**src/hw/uart_frame_pkg.sv**
```systemverilog
`default_nettype none

package uart_frame_pkg;

	// =========================================================================
	// serial framing constants
	// =========================================================================
	localparam int OVERSAMPLE = 16;	// ticks per bit
	localparam int WORD_BYTES = 4;	// frames per bus word

	// parity selection (code 3 behaves as none)
	typedef enum logic [1:0] {
		PAR_NONE = 2'd0,
		PAR_EVEN = 2'd1,
		PAR_ODD  = 2'd2
	} parity_mode_t;

	// =========================================================================
	// CTRL register layout, msb first
	// =========================================================================
	typedef struct packed {
		logic [12:0]  rsvd;		// kept as written
		logic         stop2;	// two stop bits when set
		parity_mode_t parity;
		logic [15:0]  baud_div;	// uart_clk cycles per tick
	} uart_ctrl_t;

	// bus side writes raw, framing logic reads f
	typedef union packed {
		logic [31:0] raw;
		uart_ctrl_t  f;
	} uart_ctrl_u;

endpackage

`default_nettype wire

```
**src/hw/axil_map_pkg.sv**
```systemverilog
`default_nettype none

package axil_map_pkg;

	// =========================================================================
	// register map (byte offsets)
	// =========================================================================
	localparam logic [3:0] CTRL_OFS    = 4'h0;	// framing and divisor
	localparam logic [3:0] STATUS_OFS  = 4'h4;	// flags, w1c on error bits
	localparam logic [3:0] RX_DATA_OFS = 4'h8;	// read pops the word
	localparam logic [3:0] TX_DATA_OFS = 4'hC;	// write starts a word

	// AXI response codes
	typedef enum logic [1:0] {
		OKAY   = 2'b00,
		SLVERR = 2'b10,
		DECERR = 2'b11
	} axil_resp_t;

	// =========================================================================
	// STATUS bit positions
	// =========================================================================
	localparam int ST_RX_VALID   = 0;
	localparam int ST_TX_BUSY    = 1;
	localparam int ST_PARITY_ERR = 2;	// sticky
	localparam int ST_FRAME_ERR  = 3;	// sticky
	localparam int ST_OVERRUN    = 4;	// sticky

endpackage

`default_nettype wire

```
**src/hw/uart_baud_tick.sv**
```systemverilog
`timescale 1ns/10ps
`default_nettype none

module uart_baud_tick import uart_frame_pkg::*; #(
	parameter int DIV_WIDTH = 16	// counter width, no wider than the CTRL field
) (
	input  logic       uart_clk,
	input  logic       nrst,
	input  uart_ctrl_u ctrl,
	output logic       tick
);

	logic [DIV_WIDTH-1:0] div;		// live divisor
	logic [DIV_WIDTH-1:0] div_q;	// divisor of the running count
	logic [DIV_WIDTH-1:0] cnt;

	assign div = ctrl.f.baud_div[DIV_WIDTH-1:0];

	// one tick every div cycles (every cycle for 0 or 1)
	always_ff @(posedge uart_clk) begin
		if (nrst) begin
			div_q <= '0;
			cnt   <= '0;
			tick  <= 1'b0;
		end else if (div != div_q) begin	// new rate, restart now
			div_q <= div;
			cnt   <= div;
			tick  <= 1'b0;
		end else if (cnt <= DIV_WIDTH'(1)) begin
			cnt  <= div;	// reload
			tick <= 1'b1;
		end else begin
			cnt  <= cnt - 1'b1;
			tick <= 1'b0;
		end
	end

endmodule

`default_nettype wire

```
**src/hw/uart_rx_frame.sv**
```systemverilog
`timescale 1ns/10ps
`default_nettype none

module uart_rx_frame import uart_frame_pkg::*; (
	input  logic       uart_clk,
	input  logic       nrst,
	input  logic       tick,
	input  uart_ctrl_u ctrl,
	input  logic       rxd,
	output logic [7:0] byte_data,
	output logic       byte_valid,
	output logic       parity_bad,
	output logic       frame_bad
);

	localparam int OS_W = $clog2(OVERSAMPLE);
	localparam logic [2:0] S_IDLE  = 3'd0;
	localparam logic [2:0] S_START = 3'd1;
	localparam logic [2:0] S_DATA  = 3'd2;
	localparam logic [2:0] S_PAR   = 3'd3;
	localparam logic [2:0] S_STOP  = 3'd4;

	logic            rx_s1;		// sync stage 1
	logic            rx_s2;		// sync stage 2
	logic            line_q;	// line level at the last tick
	logic [2:0]      state;
	logic [OS_W-1:0] os_cnt;	// ticks within a bit
	logic [2:0]      bit_cnt;
	logic [7:0]      shreg;
	logic            par_bit;	// sampled parity bit
	logic            par_on;
	logic            par_exp;
	logic            bit_end;

	assign par_on  = (ctrl.f.parity == PAR_EVEN) || (ctrl.f.parity == PAR_ODD);
	assign par_exp = (ctrl.f.parity == PAR_ODD) ? ~^shreg : ^shreg;
	assign bit_end = tick && (os_cnt == OS_W'(OVERSAMPLE - 1));	// mid of next bit

	// two-flop synchronizer, idles high
	always_ff @(posedge uart_clk) begin
		if (nrst) begin
			rx_s1 <= 1'b1;
			rx_s2 <= 1'b1;
		end else begin
			rx_s1 <= rxd;
			rx_s2 <= rx_s1;
		end
	end

	// =========================================================================
	// frame FSM
	// =========================================================================
	always_ff @(posedge uart_clk) begin
		if (nrst) begin
			state      <= S_IDLE;
			os_cnt     <= '0;
			bit_cnt    <= '0;
			line_q     <= 1'b1;
			byte_valid <= 1'b0;
		end else begin
			byte_valid <= 1'b0;
			if (tick) begin
				line_q <= rx_s2;
				os_cnt <= os_cnt + 1'b1;
			end
			case (state)
				S_IDLE: if (tick && line_q && !rx_s2) begin	// falling edge
					state  <= S_START;
					os_cnt <= '0;
				end
				S_START: if (tick && os_cnt == OS_W'(OVERSAMPLE / 2 - 1)) begin
					os_cnt  <= '0;	// realign to mid-bit
					bit_cnt <= '0;
					state   <= rx_s2 ? S_IDLE : S_DATA;	// high here means a glitch
				end
				S_DATA: if (bit_end) begin
					bit_cnt <= bit_cnt + 1'b1;
					if (bit_cnt == 3'd7)
						state <= par_on ? S_PAR : S_STOP;
				end
				S_PAR: if (bit_end)
					state <= S_STOP;
				S_STOP: if (bit_end) begin	// first stop only
					byte_valid <= 1'b1;
					state      <= S_IDLE;
				end
				default: state <= S_IDLE;
			endcase
		end
	end

	// sampled payload
	always_ff @(posedge uart_clk) begin
		if (bit_end) begin
			case (state)
				S_DATA: shreg <= {rx_s2, shreg[7:1]};	// lsb first
				S_PAR:  par_bit <= rx_s2;
				S_STOP: begin
					byte_data  <= shreg;
					parity_bad <= par_on && (par_bit != par_exp);
					frame_bad  <= !rx_s2;	// stop must be high
				end
				default: ;
			endcase
		end
	end

	a_byte_pulse: assert property (@(posedge uart_clk) disable iff (nrst)
		byte_valid |=> !byte_valid);

endmodule

`default_nettype wire

```
**src/hw/uart_word_assembler.sv**
```systemverilog
`timescale 1ns/10ps
`default_nettype none

module uart_word_assembler import uart_frame_pkg::*, axil_map_pkg::*; (
	input  logic        uart_clk,
	input  logic        nrst,
	input  logic [7:0]  byte_data,
	input  logic        byte_valid,
	input  logic        parity_bad,
	input  logic        frame_bad,
	input  logic        rx_pop,
	input  logic [4:0]  err_clear,
	output logic [31:0] rx_word,
	output logic        rx_valid,
	output logic        parity_err,
	output logic        frame_err,
	output logic        overrun
);

	localparam int CNT_W = $clog2(WORD_BYTES + 1);

	logic [CNT_W-1:0]              byte_cnt;	// next byte slot
	logic [8*(WORD_BYTES-1)-1:0]   acc;			// lower bytes of the word
	logic                          last_byte;

	assign last_byte = byte_valid && (byte_cnt == CNT_W'(WORD_BYTES - 1));

	always_ff @(posedge uart_clk) begin
		if (nrst)
			byte_cnt <= '0;
		else if (byte_valid)
			byte_cnt <= last_byte ? '0 : byte_cnt + 1'b1;
	end

	// low byte first, top byte goes straight to the holding register
	always_ff @(posedge uart_clk) begin
		if (byte_valid && !last_byte)
			acc[8*byte_cnt +: 8] <= byte_data;
		if (last_byte)
			rx_word <= {byte_data, acc};	// overwrites an unread word
	end

	// =========================================================================
	// valid and sticky flags
	// =========================================================================
	always_ff @(posedge uart_clk) begin
		if (nrst) begin
			rx_valid   <= 1'b0;
			parity_err <= 1'b0;
			frame_err  <= 1'b0;
			overrun    <= 1'b0;
		end else begin
			if (last_byte)
				rx_valid <= 1'b1;
			else if (rx_pop)
				rx_valid <= 1'b0;
			// a new error beats a clear in the same cycle
			if (byte_valid && parity_bad)
				parity_err <= 1'b1;
			else if (err_clear[ST_PARITY_ERR])
				parity_err <= 1'b0;
			if (byte_valid && frame_bad)
				frame_err <= 1'b1;
			else if (err_clear[ST_FRAME_ERR])
				frame_err <= 1'b0;
			if (last_byte && rx_valid && !rx_pop)	// old word never read
				overrun <= 1'b1;
			else if (err_clear[ST_OVERRUN])
				overrun <= 1'b0;
		end
	end

	a_cnt_range: assert property (@(posedge uart_clk) disable iff (nrst)
		byte_cnt <= CNT_W'(WORD_BYTES - 1));

endmodule

`default_nettype wire

```
**src/hw/uart_tx_frame.sv**
```systemverilog
`timescale 1ns/10ps
`default_nettype none

module uart_tx_frame import uart_frame_pkg::*; (
	input  logic        uart_clk,
	input  logic        nrst,
	input  logic        tick,
	input  uart_ctrl_u  ctrl,
	input  logic [31:0] tx_word,
	input  logic        tx_start,
	output logic        txd,
	output logic        tx_busy
);

	localparam int OS_W = $clog2(OVERSAMPLE);
	localparam logic [2:0] S_IDLE  = 3'd0;
	localparam logic [2:0] S_START = 3'd1;
	localparam logic [2:0] S_DATA  = 3'd2;
	localparam logic [2:0] S_PAR   = 3'd3;
	localparam logic [2:0] S_STOP  = 3'd4;

	logic [2:0]      state;
	logic [OS_W-1:0] os_cnt;
	logic [2:0]      bit_cnt;
	logic [1:0]      byte_cnt;	// frame within the word
	logic            stop_cnt;	// second stop pending
	logic [31:0]     word_q;	// bytes not yet sent, low first
	logic [7:0]      shreg;
	logic            par_q;
	logic            par_on;
	logic            bit_end;

	assign par_on  = (ctrl.f.parity == PAR_EVEN) || (ctrl.f.parity == PAR_ODD);
	assign bit_end = tick && (os_cnt == OS_W'(OVERSAMPLE - 1));

	// =========================================================================
	// bit sequencer
	// =========================================================================
	always_ff @(posedge uart_clk) begin
		if (nrst) begin
			state    <= S_IDLE;
			tx_busy  <= 1'b0;
			os_cnt   <= '0;
			bit_cnt  <= '0;
			byte_cnt <= '0;
			stop_cnt <= 1'b0;
		end else begin
			if (tick)
				os_cnt <= os_cnt + 1'b1;
			case (state)
				S_IDLE: if (tx_start) begin
					state    <= S_START;
					tx_busy  <= 1'b1;
					os_cnt   <= '0;	// full-length start bit
					byte_cnt <= '0;
				end
				S_START: if (bit_end) begin
					state    <= S_DATA;
					bit_cnt  <= '0;
					stop_cnt <= 1'b0;
				end
				S_DATA: if (bit_end) begin
					bit_cnt <= bit_cnt + 1'b1;
					if (bit_cnt == 3'd7)
						state <= par_on ? S_PAR : S_STOP;
				end
				S_PAR: if (bit_end)
					state <= S_STOP;
				S_STOP: if (bit_end) begin
					if (ctrl.f.stop2 && !stop_cnt)
						stop_cnt <= 1'b1;	// one more stop bit
					else if (byte_cnt == 2'(WORD_BYTES - 1)) begin
						state   <= S_IDLE;	// word done
						tx_busy <= 1'b0;
					end else begin
						byte_cnt <= byte_cnt + 1'b1;
						state    <= S_START;
					end
				end
				default: state <= S_IDLE;
			endcase
		end
	end

	// word and byte shifters
	always_ff @(posedge uart_clk) begin
		if (state == S_IDLE && tx_start)
			word_q <= tx_word;
		else if (state == S_START && bit_end) begin
			shreg  <= word_q[7:0];
			par_q  <= (ctrl.f.parity == PAR_ODD) ? ~^word_q[7:0] : ^word_q[7:0];
			word_q <= {8'h00, word_q[31:8]};	// next byte down
		end else if (state == S_DATA && bit_end)
			shreg <= {1'b0, shreg[7:1]};
	end

	always_comb begin
		case (state)
			S_START: txd = 1'b0;
			S_DATA:  txd = shreg[0];
			S_PAR:   txd = par_q;
			default: txd = 1'b1;	// idle and stop
		endcase
	end

	a_no_restart: assert property (@(posedge uart_clk) disable iff (nrst)
		tx_start |-> !tx_busy);

endmodule

`default_nettype wire

```
**src/hw/uart_axil_regs.sv**
```systemverilog
`timescale 1ns/10ps
`default_nettype none

module uart_axil_regs import uart_frame_pkg::*, axil_map_pkg::*; #(
	parameter int RESET_DIV = 54
) (
	input  logic        uart_clk,
	input  logic        nrst,
	input  logic [3:0]  awaddr,
	input  logic        awvalid,
	output logic        awready,
	input  logic [31:0] wdata,
	input  logic [3:0]  wstrb,
	input  logic        wvalid,
	output logic        wready,
	output logic [1:0]  bresp,
	output logic        bvalid,
	input  logic        bready,
	input  logic [3:0]  araddr,
	input  logic        arvalid,
	output logic        arready,
	output logic [31:0] rdata,
	output logic [1:0]  rresp,
	output logic        rvalid,
	input  logic        rready,
	input  logic [31:0] rx_word,
	input  logic        rx_valid,
	input  logic        parity_err,
	input  logic        frame_err,
	input  logic        overrun,
	input  logic        tx_busy,
	output uart_ctrl_u  ctrl,
	output logic [31:0] tx_word,
	output logic        tx_start,
	output logic        rx_pop,
	output logic [4:0]  err_clear
);

	logic        wr_hs;		// AW and W taken together
	logic        rd_hs;
	axil_resp_t  wr_resp;
	axil_resp_t  rd_resp;
	logic [31:0] rd_data;
	logic [31:0] status;
	logic [31:0] ctrl_wr;	// CTRL after byte strobes

	assign wr_hs   = awvalid && wvalid && !bvalid;
	assign awready = wr_hs;
	assign wready  = wr_hs;
	assign arready = !rvalid;	// one read in flight
	assign rd_hs   = arvalid && arready;

	assign rx_pop    = rd_hs && (araddr == RX_DATA_OFS);
	assign err_clear = (wr_hs && awaddr == STATUS_OFS) ? wdata[4:0] : 5'd0;	// w1c mask

	always_comb begin
		status                = '0;
		status[ST_RX_VALID]   = rx_valid;
		status[ST_TX_BUSY]    = tx_busy;
		status[ST_PARITY_ERR] = parity_err;
		status[ST_FRAME_ERR]  = frame_err;
		status[ST_OVERRUN]    = overrun;
	end

	always_comb begin
		for (int i = 0; i < 4; i++)
			ctrl_wr[8*i +: 8] = wstrb[i] ? wdata[8*i +: 8] : ctrl.raw[8*i +: 8];
	end

	// =========================================================================
	// address decode, unaligned offsets fall to default
	// =========================================================================
	always_comb begin
		case (awaddr)
			CTRL_OFS,
			STATUS_OFS:  wr_resp = OKAY;
			RX_DATA_OFS: wr_resp = SLVERR;	// read only
			TX_DATA_OFS: wr_resp = (tx_busy || tx_start) ? SLVERR : OKAY;	// word in flight
			default:     wr_resp = DECERR;
		endcase
	end

	always_comb begin
		rd_resp = OKAY;
		case (araddr)
			CTRL_OFS:    rd_data = ctrl.raw;
			STATUS_OFS:  rd_data = status;
			RX_DATA_OFS: rd_data = rx_word;
			TX_DATA_OFS: rd_data = tx_word;	// last word sent
			default: begin
				rd_data = '0;
				rd_resp = DECERR;
			end
		endcase
	end

	// channel state and CTRL
	always_ff @(posedge uart_clk) begin
		if (nrst) begin
			bvalid          <= 1'b0;
			rvalid          <= 1'b0;
			tx_start        <= 1'b0;
			ctrl.f.rsvd     <= '0;
			ctrl.f.stop2    <= 1'b0;	// one stop bit
			ctrl.f.parity   <= PAR_EVEN;
			ctrl.f.baud_div <= 16'(RESET_DIV);
		end else begin
			tx_start <= wr_hs && (awaddr == TX_DATA_OFS) && (wr_resp == OKAY);
			if (wr_hs)
				bvalid <= 1'b1;
			else if (bready)
				bvalid <= 1'b0;
			if (rd_hs)
				rvalid <= 1'b1;
			else if (rready)
				rvalid <= 1'b0;
			if (wr_hs && awaddr == CTRL_OFS)
				ctrl.raw <= ctrl_wr;
		end
	end

	// response and data payload
	always_ff @(posedge uart_clk) begin
		if (wr_hs)
			bresp <= wr_resp;
		if (wr_hs && awaddr == TX_DATA_OFS && wr_resp == OKAY)
			tx_word <= wdata;
		if (rd_hs) begin
			rdata <= rd_data;
			rresp <= rd_resp;
		end
	end

	a_bvalid_hold: assert property (@(posedge uart_clk) disable iff (nrst)
		bvalid && !bready |=> bvalid && $stable(bresp));

endmodule

`default_nettype wire

```
**src/hw/uart_word_link.sv**
```systemverilog
`timescale 1ns/10ps
`default_nettype none

module uart_word_link import uart_frame_pkg::*; #(
	parameter int DIV_WIDTH = 16,	// baud counter width
	parameter int RESET_DIV = 54	// CTRL divisor out of reset
) (
	input  logic        uart_clk,
	input  logic        nrst,
	input  logic [3:0]  awaddr,
	input  logic        awvalid,
	output logic        awready,
	input  logic [31:0] wdata,
	input  logic [3:0]  wstrb,
	input  logic        wvalid,
	output logic        wready,
	output logic [1:0]  bresp,
	output logic        bvalid,
	input  logic        bready,
	input  logic [3:0]  araddr,
	input  logic        arvalid,
	output logic        arready,
	output logic [31:0] rdata,
	output logic [1:0]  rresp,
	output logic        rvalid,
	input  logic        rready,
	input  logic        rxd,
	output logic        txd
);

	// =========================================================================
	// internal nets
	// =========================================================================
	uart_ctrl_u  ctrl;
	logic        tick;
	logic [31:0] tx_word;
	logic        tx_start;
	logic        tx_busy;
	logic        rx_pop;
	logic [4:0]  err_clear;
	logic [7:0]  byte_data;
	logic        byte_valid;
	logic        parity_bad;
	logic        frame_bad;
	logic [31:0] rx_word;
	logic        rx_valid;
	logic        parity_err;
	logic        frame_err;
	logic        overrun;

	uart_axil_regs #(.RESET_DIV(RESET_DIV)) uart_axil_regs_i (
		.uart_clk, .nrst,
		.awaddr, .awvalid, .awready, .wdata, .wstrb, .wvalid, .wready,
		.bresp, .bvalid, .bready,
		.araddr, .arvalid, .arready, .rdata, .rresp, .rvalid, .rready,
		.rx_word, .rx_valid, .parity_err, .frame_err, .overrun, .tx_busy,
		.ctrl, .tx_word, .tx_start, .rx_pop, .err_clear
	);

	uart_baud_tick #(.DIV_WIDTH(DIV_WIDTH)) uart_baud_tick_i (
		.uart_clk, .nrst, .ctrl, .tick
	);

	// receive path
	uart_rx_frame uart_rx_frame_i (
		.uart_clk, .nrst, .tick, .ctrl, .rxd,
		.byte_data, .byte_valid, .parity_bad, .frame_bad
	);

	uart_word_assembler uart_word_assembler_i (
		.uart_clk, .nrst, .byte_data, .byte_valid, .parity_bad, .frame_bad,
		.rx_pop, .err_clear,
		.rx_word, .rx_valid, .parity_err, .frame_err, .overrun
	);

	// transmit path
	uart_tx_frame uart_tx_frame_i (
		.uart_clk, .nrst, .tick, .ctrl, .tx_word, .tx_start, .txd, .tx_busy
	);

endmodule

`default_nettype wire

```
**config.mk**
```make
export PLATFORM = sky130hd
export DESIGN_NAME = uart_word_link
export DESIGN_NICKNAME = d
export VERILOG_FILES = /design/src/hw/uart_frame_pkg.sv /design/src/hw/axil_map_pkg.sv /design/src/hw/uart_baud_tick.sv /design/src/hw/uart_rx_frame.sv /design/src/hw/uart_word_assembler.sv /design/src/hw/uart_tx_frame.sv /design/src/hw/uart_axil_regs.sv /design/src/hw/uart_word_link.sv
export SDC_FILE = /design/constraint.sdc
export NUM_CORES = 1
export LEC_CHECK = 0
export ABC_CLOCK_PERIOD_IN_PS = 3700
export BUFFER_PORTS_ARGS = -buffer_cell sky130_fd_sc_hd__buf_4
export CAP_MARGIN = 40
export CORE_MARGIN = 3
export CORE_UTILIZATION = 54
export DETAILED_ROUTE_END_ITERATION = 7
export PLACE_DENSITY = 0.77
export SLEW_MARGIN = 20
export SYNTH_ARGS = -nofsm -noshare
export SYNTH_HDL_FRONTEND = slang
export SYNTH_HIERARCHICAL = 1
export SYNTH_SLANG_ARGS = --single-unit
```
**constraint.sdc**
```tcl
create_clock -name uart_clk -period 3.7 [get_ports uart_clk]
set_clock_uncertainty 0.1 [all_clocks]
set_input_delay 0.185 -clock uart_clk [delete_from_list [all_inputs] [get_ports uart_clk]]
set_output_delay 0.185 -clock uart_clk [all_outputs]
set_load 0.1 [all_outputs]
```
==> flow_summary.toml, run 1 <==
[global_route]
grtUsageMet2_pct = 36.9
grtUsageTotal_pct = 23.1
busiest_layer = "met2"
antenna_found_initial = 0
grt_use_met1_pct = 31.6
grt_max_degree = 59
grt_overflow = 0
grtUsageMet3_pct = 4.83
grt_pass1_vias = 8030
grt_pass1_wl_um = 44000

[clocking]
post-cts-setup-buffers = 0
cts_root_buf = "clkbuf_16"
cts_buffer_depth = 3
cts_tree = "built"
clk_pin_slew_ns = 0.06
h-tree-depth = 1
cts_made_buffers = 29
insertion_delay_ns = 0.54
cts_sinks = 286

[worst_setup_path]
arrival_ns = 2.78
start_kind = "flip-flop"
cp-end-kind = "flip-flop"
r2r_slack_ns = 1.02
r2r_cells = 6
criticalPathCategory = "flip-flop to flip-flop"
required_ns = 3.80
reg2reg_to = "uart_word_assembler_i/acc[6]$_DFFE_PP_"
reg2reg_from = "uart_word_assembler_i/byte_cnt[0]$_SDFFE_PP0P_"
path_max_fanout = 9

[final_layout]
final_nets = 1151
design_area_mm2 = 0.0145
layout_common_cells = "183 x edfxtp_1, 106 x buf_4, 103 x dfxtp_1, 76 x nor2_1, 57 x mux2_2"
area_delta_synth_final_pct = 19.3
n_antenna_cell = 0
n_fill_cell = 1538
drive_gt1_share_pct = 22.7
multiInputGateArea_mm2 = 0.00425
layout_commonest_cell = "edfxtp_1"
final-seq-area_mm2 = 0.00756

[place]
hpwl_um = 19000
portBuffers = 93
pre_cts_ws_ns = 1.06
gp_congestion = 0.827
place_area_mm2 = 0.0131

[yosys]
yosysWarnings = 6
synth_area_mm2 = 0.0122
syn-instance-count = 948
syn_avg_cell_area_um2 = 12.8
syn-num-nets = 1016

[sta]
min_period_over_period_pct = 72.4
worst_pin_slew_ns = 0.709
hold_viol = 0
layout_setup_ws_ns = 1.02
fin_crit_ns = 2.68
rsz0062_at_grt = "no"
slew_violations = 0
timing.setup.tns_ns = 0
fmax_ghz = 0.373
setup_viol = 0
max-slew-margin-rel_pct = 52.6

[die]
start_util_pct = 55.4
die_area_mm2 = 0.0244
top_level_ports = 94
die_h_um = 156
die_w_um = 156
coreArea_mm2 = 0.0220
rows = 54

[route]
wl_um = 28800
vias = 8206
wire_per_inst_um = 20.8
first_pass_iters = 6
viasPerCell = 5.92
drc_errors = 0
ant_nets = 0
drt_iter0_markers = 801

[outcome]
status = "completed"

[min_path]
whs_endpoint = "uart_axil_regs_i/ctrl[1]$_SDFFE_PP1P_"
min_path_type = "input port to flip-flop"
min-delay-start = "awvalid"
hold_depth = 3

[power_and_ir_drop]
ir_drop_v = 0.000363
leakagePower_nw = 5.31
p_per_area_mw_per_mm2 = 469

[run]
maxCapViolCount = 0
==> worst max path at each step <==
stage	start	endpoint	slack, ns	cells after the start
6_report	uart_word_assembler_i/byte_cnt[0]$_SDFFE_PP0P_	uart_word_assembler_i/acc[6]$_DFFE_PP_	1.02	6
5_1_grt	uart_word_assembler_i/byte_cnt[0]$_SDFFE_PP0P_	uart_word_assembler_i/acc[1]$_DFFE_PP_	0.89	6
4_1_cts	uart_word_assembler_i/byte_cnt[0]$_SDFFE_PP0P_	uart_word_assembler_i/acc[1]$_DFFE_PP_	1.05	6
3_5_place_dp	uart_word_assembler_i/byte_cnt[0]$_SDFFE_PP0P_	uart_word_assembler_i/acc[1]$_DFFE_PP_	1.06	6
3_3_place_gp	uart_word_assembler_i/byte_cnt[0]$_SDFFE_PP0P_	uart_word_assembler_i/acc[4]$_DFFE_PP_	1.14	6
2_1_floorplan	uart_axil_regs_i/bvalid$_SDFFE_PP0P_	wready	0.61	5
==> worst max-delay path: stages (launching register included) <==
cell     delay (ns)
dfxtp_1        0.49
inv_1          0.13
ha_1           0.23
ha_1           0.32
or4_4          0.54
nor2_4         0.17
and3_1         0.38
==> per-layer routing <==
metal,vias up,wire [um]
li1,3766,-
met1,3960,11700
met2,409,13600
met3,71,2510
met4,0,983
met5,-,0
==> cell type report <==
type	instances	share of cell area, %
clock buffer	36	5.25
sequential	286	52.1
inverter	23	0.595
clock inverter	17	1.12
tap	280	2.42
multi-input combinational	586	29.3
timing repair buffer	157	9.18
==> per-stage QoR <==
step / total power, mW / hold WS [ns] / utilization, % / instances
global placement: 3.98 / 0.272 / 59.4 / 1281
detailed placement: 3.99 / 0.273 / 59.5 / 1283
floorplan: 3.83 / 0.157 / - / 948
finish: 6.81 / 0.189 / 66.1 / 1385
global route: 6.99 / 0.176 / 66.1 / 1385
CTS: 6.84 / 0.158 / 65.9 / 1383
==> flip-flops by register name, indices dropped and copies added, names as in the netlist, 16 cells and up <==
register / count
uart_baud_tick_i/div_q: 16
uart_axil_regs_i/ctrl: 32
uart_axil_regs_i/tx_word: 32
uart_tx_frame_i/word_q: 32
uart_axil_regs_i/rdata: 32
uart_word_assembler_i/rx_word: 32
uart_word_assembler_i/acc: 24
uart_baud_tick_i/cnt: 16
==> power by group <==
group / leakage (nW) / internal (mW) / switching, mW
logic: 2.37 / 0.169 / 0.372
registers: 2.48 / 3.41 / 0.0206
clock network: 0.457 / 1.67 / 1.17
==> repair_timing <==
item / in CTS / in global routing
hold buffers: 47 / 0
hold endpoints to repair: 75 / 0
gates resized for setup: 0 / 0
No activity file was read; power rests on OpenSTA's default activity.
==> inputs of run 2 (changes only) <==
ABC_AREA = 1   (was not set)
ABC_CLOCK_PERIOD_IN_PS = 2200   (was 3700)
clock period = 2.2 ns   (was 3.7 ns; I/O delays follow)
==> flow_summary.toml, run 2 <==
[worst_setup_path]
cp-end-kind = "flip-flop"
r2r_cells = 7
required_ns = 2.33
critical_path_buf_inv_count = 6
criticalPathCategory = "input port to flip-flop"
critPathTopFamily = "buffers and inverters"
reg2reg_from = "uart_word_assembler_i/byte_cnt[0]$_SDFFE_PP0P_"
path_common_cell = "dlygate4sd3_1"
reg2reg_to = "uart_word_assembler_i/acc[6]$_DFFE_PP_"
r2r_slack_ns = 0.20
crit_start = "awaddr[1]"
critical_path.slowest_cell = "dlygate4sd3_1"
cpPeakStageDelay_ns = 0.59
path_max_fanout = 16
arrival_ns = 2.23
path_cells = "dlygate4sd3_1 > buf_4 > nor2_4 > dlygate4sd3_1 > inv_1 > nor2_1 > nand3_1 > clkinvlp_4 > buf_6"
start_kind = "input port"

[yosys]
syn_avg_cell_area_um2 = 9.70
synth_area_mm2 = 0.0125
syn-num-nets = 1358
yosysWarnings = 6
syn-instance-count = 1290

[route]
vias = 9205
wl_um = 28300
viasPerCell = 5.25
first_pass_iters = 5
ant_nets = 0
wire_per_inst_um = 16.2
drt_iter0_markers = 823
drc_errors = 0

[sta]
slew_violations = 0
max-slew-margin-rel_pct = 58.9
min_period_over_period_pct = 95.4
rsz0062_at_grt = "yes"
fin_crit_ns = 2.10
worst_pin_slew_ns = 0.615
hold_viol = 0
fmax_ghz = 0.476
setup_viol = 0
layout_setup_ws_ns = 0.101

[place]
placedCellCount = 1651
portBuffers = 93
gp_congestion = 0.912
pre_cts_ws_ns = 0.230
hpwl_um = 19700

[clocking]
cts_tree = "built"
cts_root_buf = "clkbuf_16"
h-tree-depth = 1
cts_made_buffers = 29
clk_pin_slew_ns = 0.06
insertion_delay_ns = 0.54
cts_sinks = 286
cts_buffer_depth = 3

[outcome]
status = "completed"

[global_route]
grt_pass1_vias = 8753
antenna_found_initial = 0
grt_max_degree = 34
grt_pass1_wl_um = 44900
grt_overflow = 0
grtUsageTotal_pct = 22.8

[final_layout]
final-seq-area_mm2 = 0.00756
stdcell_count = 1752
layout_common_cells = "334 x nand2_1, 183 x edfxtp_1, 180 x nor2_1, 123 x inv_1, 109 x buf_4"
n_fill_cell = 1744
layout_commonest_cell = "nand2_1"
area_delta_synth_final_pct = 18.8
utilization_pct = 65.4
multiInputGateArea_mm2 = 0.00408
drive_gt1_share_pct = 17.7
n_antenna_cell = 0
final_nets = 1513

[min_path]
min-delay-start = "araddr[1]"
min_path_type = "input port to flip-flop"
hold_depth = 4
whs_endpoint = "uart_axil_regs_i/rdata[3]$_SDFFCE_PP0P_"

[die]
die_area_mm2 = 0.0250
die_h_um = 158
top_level_ports = 94
die_w_um = 158
rows = 55
start_util_pct = 55.1
coreArea_mm2 = 0.0227

[run]
maxCapViolCount = 0

[power_and_ir_drop]
ir_drop_v = 0.000857
leakagePower_nw = 6.18
p_per_area_mw_per_mm2 = 822
[run 2: worst max-delay path by stage]
| stage | slack (ns) | cells after the start | to |
|---|---|---|---|
| CTS | 0.09 | 9 | uart_axil_regs_i/tx_word[3]$_DFFE_PP_ |
| finish | 0.10 | 9 | uart_axil_regs_i/tx_word[29]$_DFFE_PP_ |
| floorplan | 0.03 | 6 | uart_word_assembler_i/acc[0]$_DFFE_PP_ |
| global route | -0.006 | 9 | uart_axil_regs_i/tx_word[29]$_DFFE_PP_ |
| global placement | 0.31 | 7 | uart_word_assembler_i/acc[2]$_DFFE_PP_ |
| detailed placement | 0.23 | 7 | uart_word_assembler_i/acc[2]$_DFFE_PP_ |
[run 2: through the flow]
step                      power (mW)  area [um2]  hold slack, ns  setup TNS, ns
after floorplan                 7.26       12500          0.0724              0
after global placement          7.59       13500           0.198              0
final                           12.2       14900          0.0316              0
after global routing            12.7       14900          0.0258        -0.0714
after CTS                       12.3       14800         0.00520              0
after detailed placement        7.62       13500           0.198              0
[run 2: layer usage]
metal  part of all wire, %  wire length [um]  track usage (%)
met1                    40             11500             29.3
met4                   2.9               811             6.19
met3                   6.4              1810             3.36
met5                     0                 0                0
met2                    50             14300             40.4
[run 2: worst reg2reg max path, delay by kind of cell (launching register included)]
kind,cells,cell delay (ns)
and+or+nand+nor,3,0.34
buffers and inverters,2,0.32
adders and majority gates,2,0.58
DFF,1,0.38
[run 2: cell type report]
type / instances / area share (%)
clock buffers: 42 / 5.47
clock inverters: 11 / 0.539
inverters: 148 / 3.78
multi-input cells: 817 / 27.5
flip-flops and latches: 286 / 50.9
well taps: 285 / 2.40
repair buffers: 163 / 9.46
[run 2: what timing repair did]
item | CTS | global route
setup endpoints to repair | 0 | 32
setup buffers | 0 | 0
hold endpoints to repair | 92 | 0
hold buffers | 48 | 0
resized for setup | 0 | 3
[run 2: report_power, final]
part           internal, mW  switching (mW)
Sequential             5.80           0.106
Combinational         0.531            1.15
Clock                  2.68            1.94
==> inputs of run 3 (changes only) <==
--- a/config.mk
+++ b/config.mk
@@ -8,5 +8,5 @@
 export ABC_AREA = 1
 export ABC_CLOCK_PERIOD_IN_PS = 2200
-export BUFFER_PORTS_ARGS = -buffer_cell sky130_fd_sc_hd__buf_4
+export BUFFER_PORTS_ARGS = -buffer_cell sky130_fd_sc_hd__buf_2
 export CAP_MARGIN = 40
 export CORE_MARGIN = 3
@@ -19,2 +19,3 @@
 export SYNTH_HIERARCHICAL = 1
 export SYNTH_SLANG_ARGS = --single-unit
+export TNS_END_PERCENT = 5
==> constraint.sdc (replaced) <==
create_clock -name uart_clk -period 2.2 [get_ports uart_clk]
set_clock_uncertainty 0.1 [all_clocks]
set_input_delay 0.55 -clock uart_clk [delete_from_list [all_inputs] [get_ports uart_clk]]
set_output_delay 0.55 -clock uart_clk [all_outputs]
set_load 0.1 [all_outputs]
==> flow_summary.toml, run 3 (same netlist as run 2, synthesis figures left out) <==
[outcome]
status = "completed"

[die]
top_level_ports = 94
start_util_pct = 55.1
coreArea_mm2 = 0.0227
die_area_mm2 = 0.0250
die_h_um = 158
rows = 55
die_w_um = 158

[place]
pre_cts_ws_ns = 0.222
hpwl_um = 19800
place_area_mm2 = 0.0133
portBuffers = 93
placedCellCount = 1652
gp_congestion = 0.889

[final_layout]
n_antenna_cell = 0
layout_common_cells = "332 x nand2_1, 183 x edfxtp_1, 180 x nor2_1, 121 x inv_1, 99 x dfxtp_1"
final-seq-area_mm2 = 0.00757
n_fill_cell = 1769
design_area_mm2 = 0.0145
stdcell_count = 1710
drive_gt1_share_pct = 19.7
area_delta_synth_final_pct = 15.9
utilization_pct = 63.8
final_nets = 1471
layout_commonest_cell = "nand2_1"
multiInputGateArea_mm2 = 0.00414

[power_and_ir_drop]
p_per_area_mw_per_mm2 = 890
leakagePower_nw = 6.03
ir_drop_v = 0.000826
power_mw = 12.9

[sta]
whs_ns = 0.0900
timing.setup.tns_ns = 0
worst_pin_slew_ns = 0.586
fin_crit_ns = 2.15
layout_setup_ws_ns = 0.0487
max-slew-margin-rel_pct = 60.7
hold_viol = 0
rsz0062_at_grt = "yes"
fmax_ghz = 0.465
min_period_over_period_pct = 97.8
slew_violations = 0
setup_viol = 0

[global_route]
antenna_found_initial = 0
grt_pass1_vias = 8746
grt_max_degree = 33
grt_overflow = 0
grt_pass1_wl_um = 43700
grtUsageTotal_pct = 22.0

[worst_setup_path]
path_max_fanout = 3
cp-end-kind = "primary output"
criticalPathCategory = "flip-flop to primary output"
required_ns = 1.55
start_kind = "flip-flop"
arrival_ns = 1.50

[route]
vias = 9078
ant_nets = 0
viasPerCell = 5.31
first_pass_iters = 5
drc_errors = 0
wire_per_inst_um = 16.3
wl_um = 27900
drt_iter0_markers = 903

[clocking]
cts_made_buffers = 28
cts_buffer_depth = 3
clk_pin_slew_ns = 0.06
cts_tree = "built"
h-tree-depth = 1
cts_sinks = 286
insertion_delay_ns = 0.55
cts_root_buf = "clkbuf_16"

[run]
maxCapViolCount = 0

[min_path]
min_path_type = "input port to flip-flop"
## run 3: changes by cell type in the layout (fill, tap and decap cells not counted), moves of 4 or more
cell / delta
clkinvlp_4: +4
buf_4: -88
bufinv_16: +6
clkbuf_1: -5
dlygate4sd3_1: -48
buf_2: +90
buf_12: +7
## run 3: repair_timing
item	in CTS	in global routing
endpoints found under the setup margin	1	3
buffers inserted	3	3
hold buffers	0	0
gates resized for setup	10	8
pin swaps	2	2
endpoints found under the hold margin	0	0
## run 3: cell type report
cell class              count  share of cell area (%)
flip-flops and latches    286                    52.2
multi-input cells         817                    28.5
repair buffers            122                    5.71
clock buffers              35                    5.22
inverters                 148                    3.91
well taps                 285                    2.46
clock inverters            17                    1.96
## run 3: worst max-delay path, stage by stage, from the launching register on
cell and delay, ns:
dfxtp_4 0.38, inv_4 0.05, nand2_4 0.06, nand2_4 0.06
a31oi_4 0.14, o21ai_2 0.09, buf_12 0.17
## run 3: where the power goes
group          internal (mW)  switching (mW)  total [mW]
clock                   3.27            2.04        5.31
sequential              5.80           0.105        5.90
combinational          0.501            1.18        1.68
total                   9.57            3.32        12.9
## run 3: worst paths after layout
check / slack [ns] / start / cells past startpoint / endpoint
max: 0.05 / uart_tx_frame_i/state[1]$_SDFFE_PP0P_ / 6 / txd
min: 0.09 / wdata[26] / 1 / uart_axil_regs_i/tx_word[26]$_DFFE_PP_
max reg2reg: 0.19 / uart_word_assembler_i/byte_cnt[0]$_SDFFE_PP0P_ / 7 / uart_word_assembler_i/acc[0]$_DFFE_PP_
min reg2reg: 0.31 / uart_rx_frame_i/rx_s1$_SDFF_PP1_ / 1 / uart_rx_frame_i/rx_s2$_SDFF_PP1_
## run 3: metal layers
layer	vias to the layer above	track usage (%)	share of wire, %
met1	4284	28.0	40
met3	57	3.09	6.3
li1	4412	-	-
met4	0	6.80	2.6
met2	325	39.0	51
met5	-	0	0
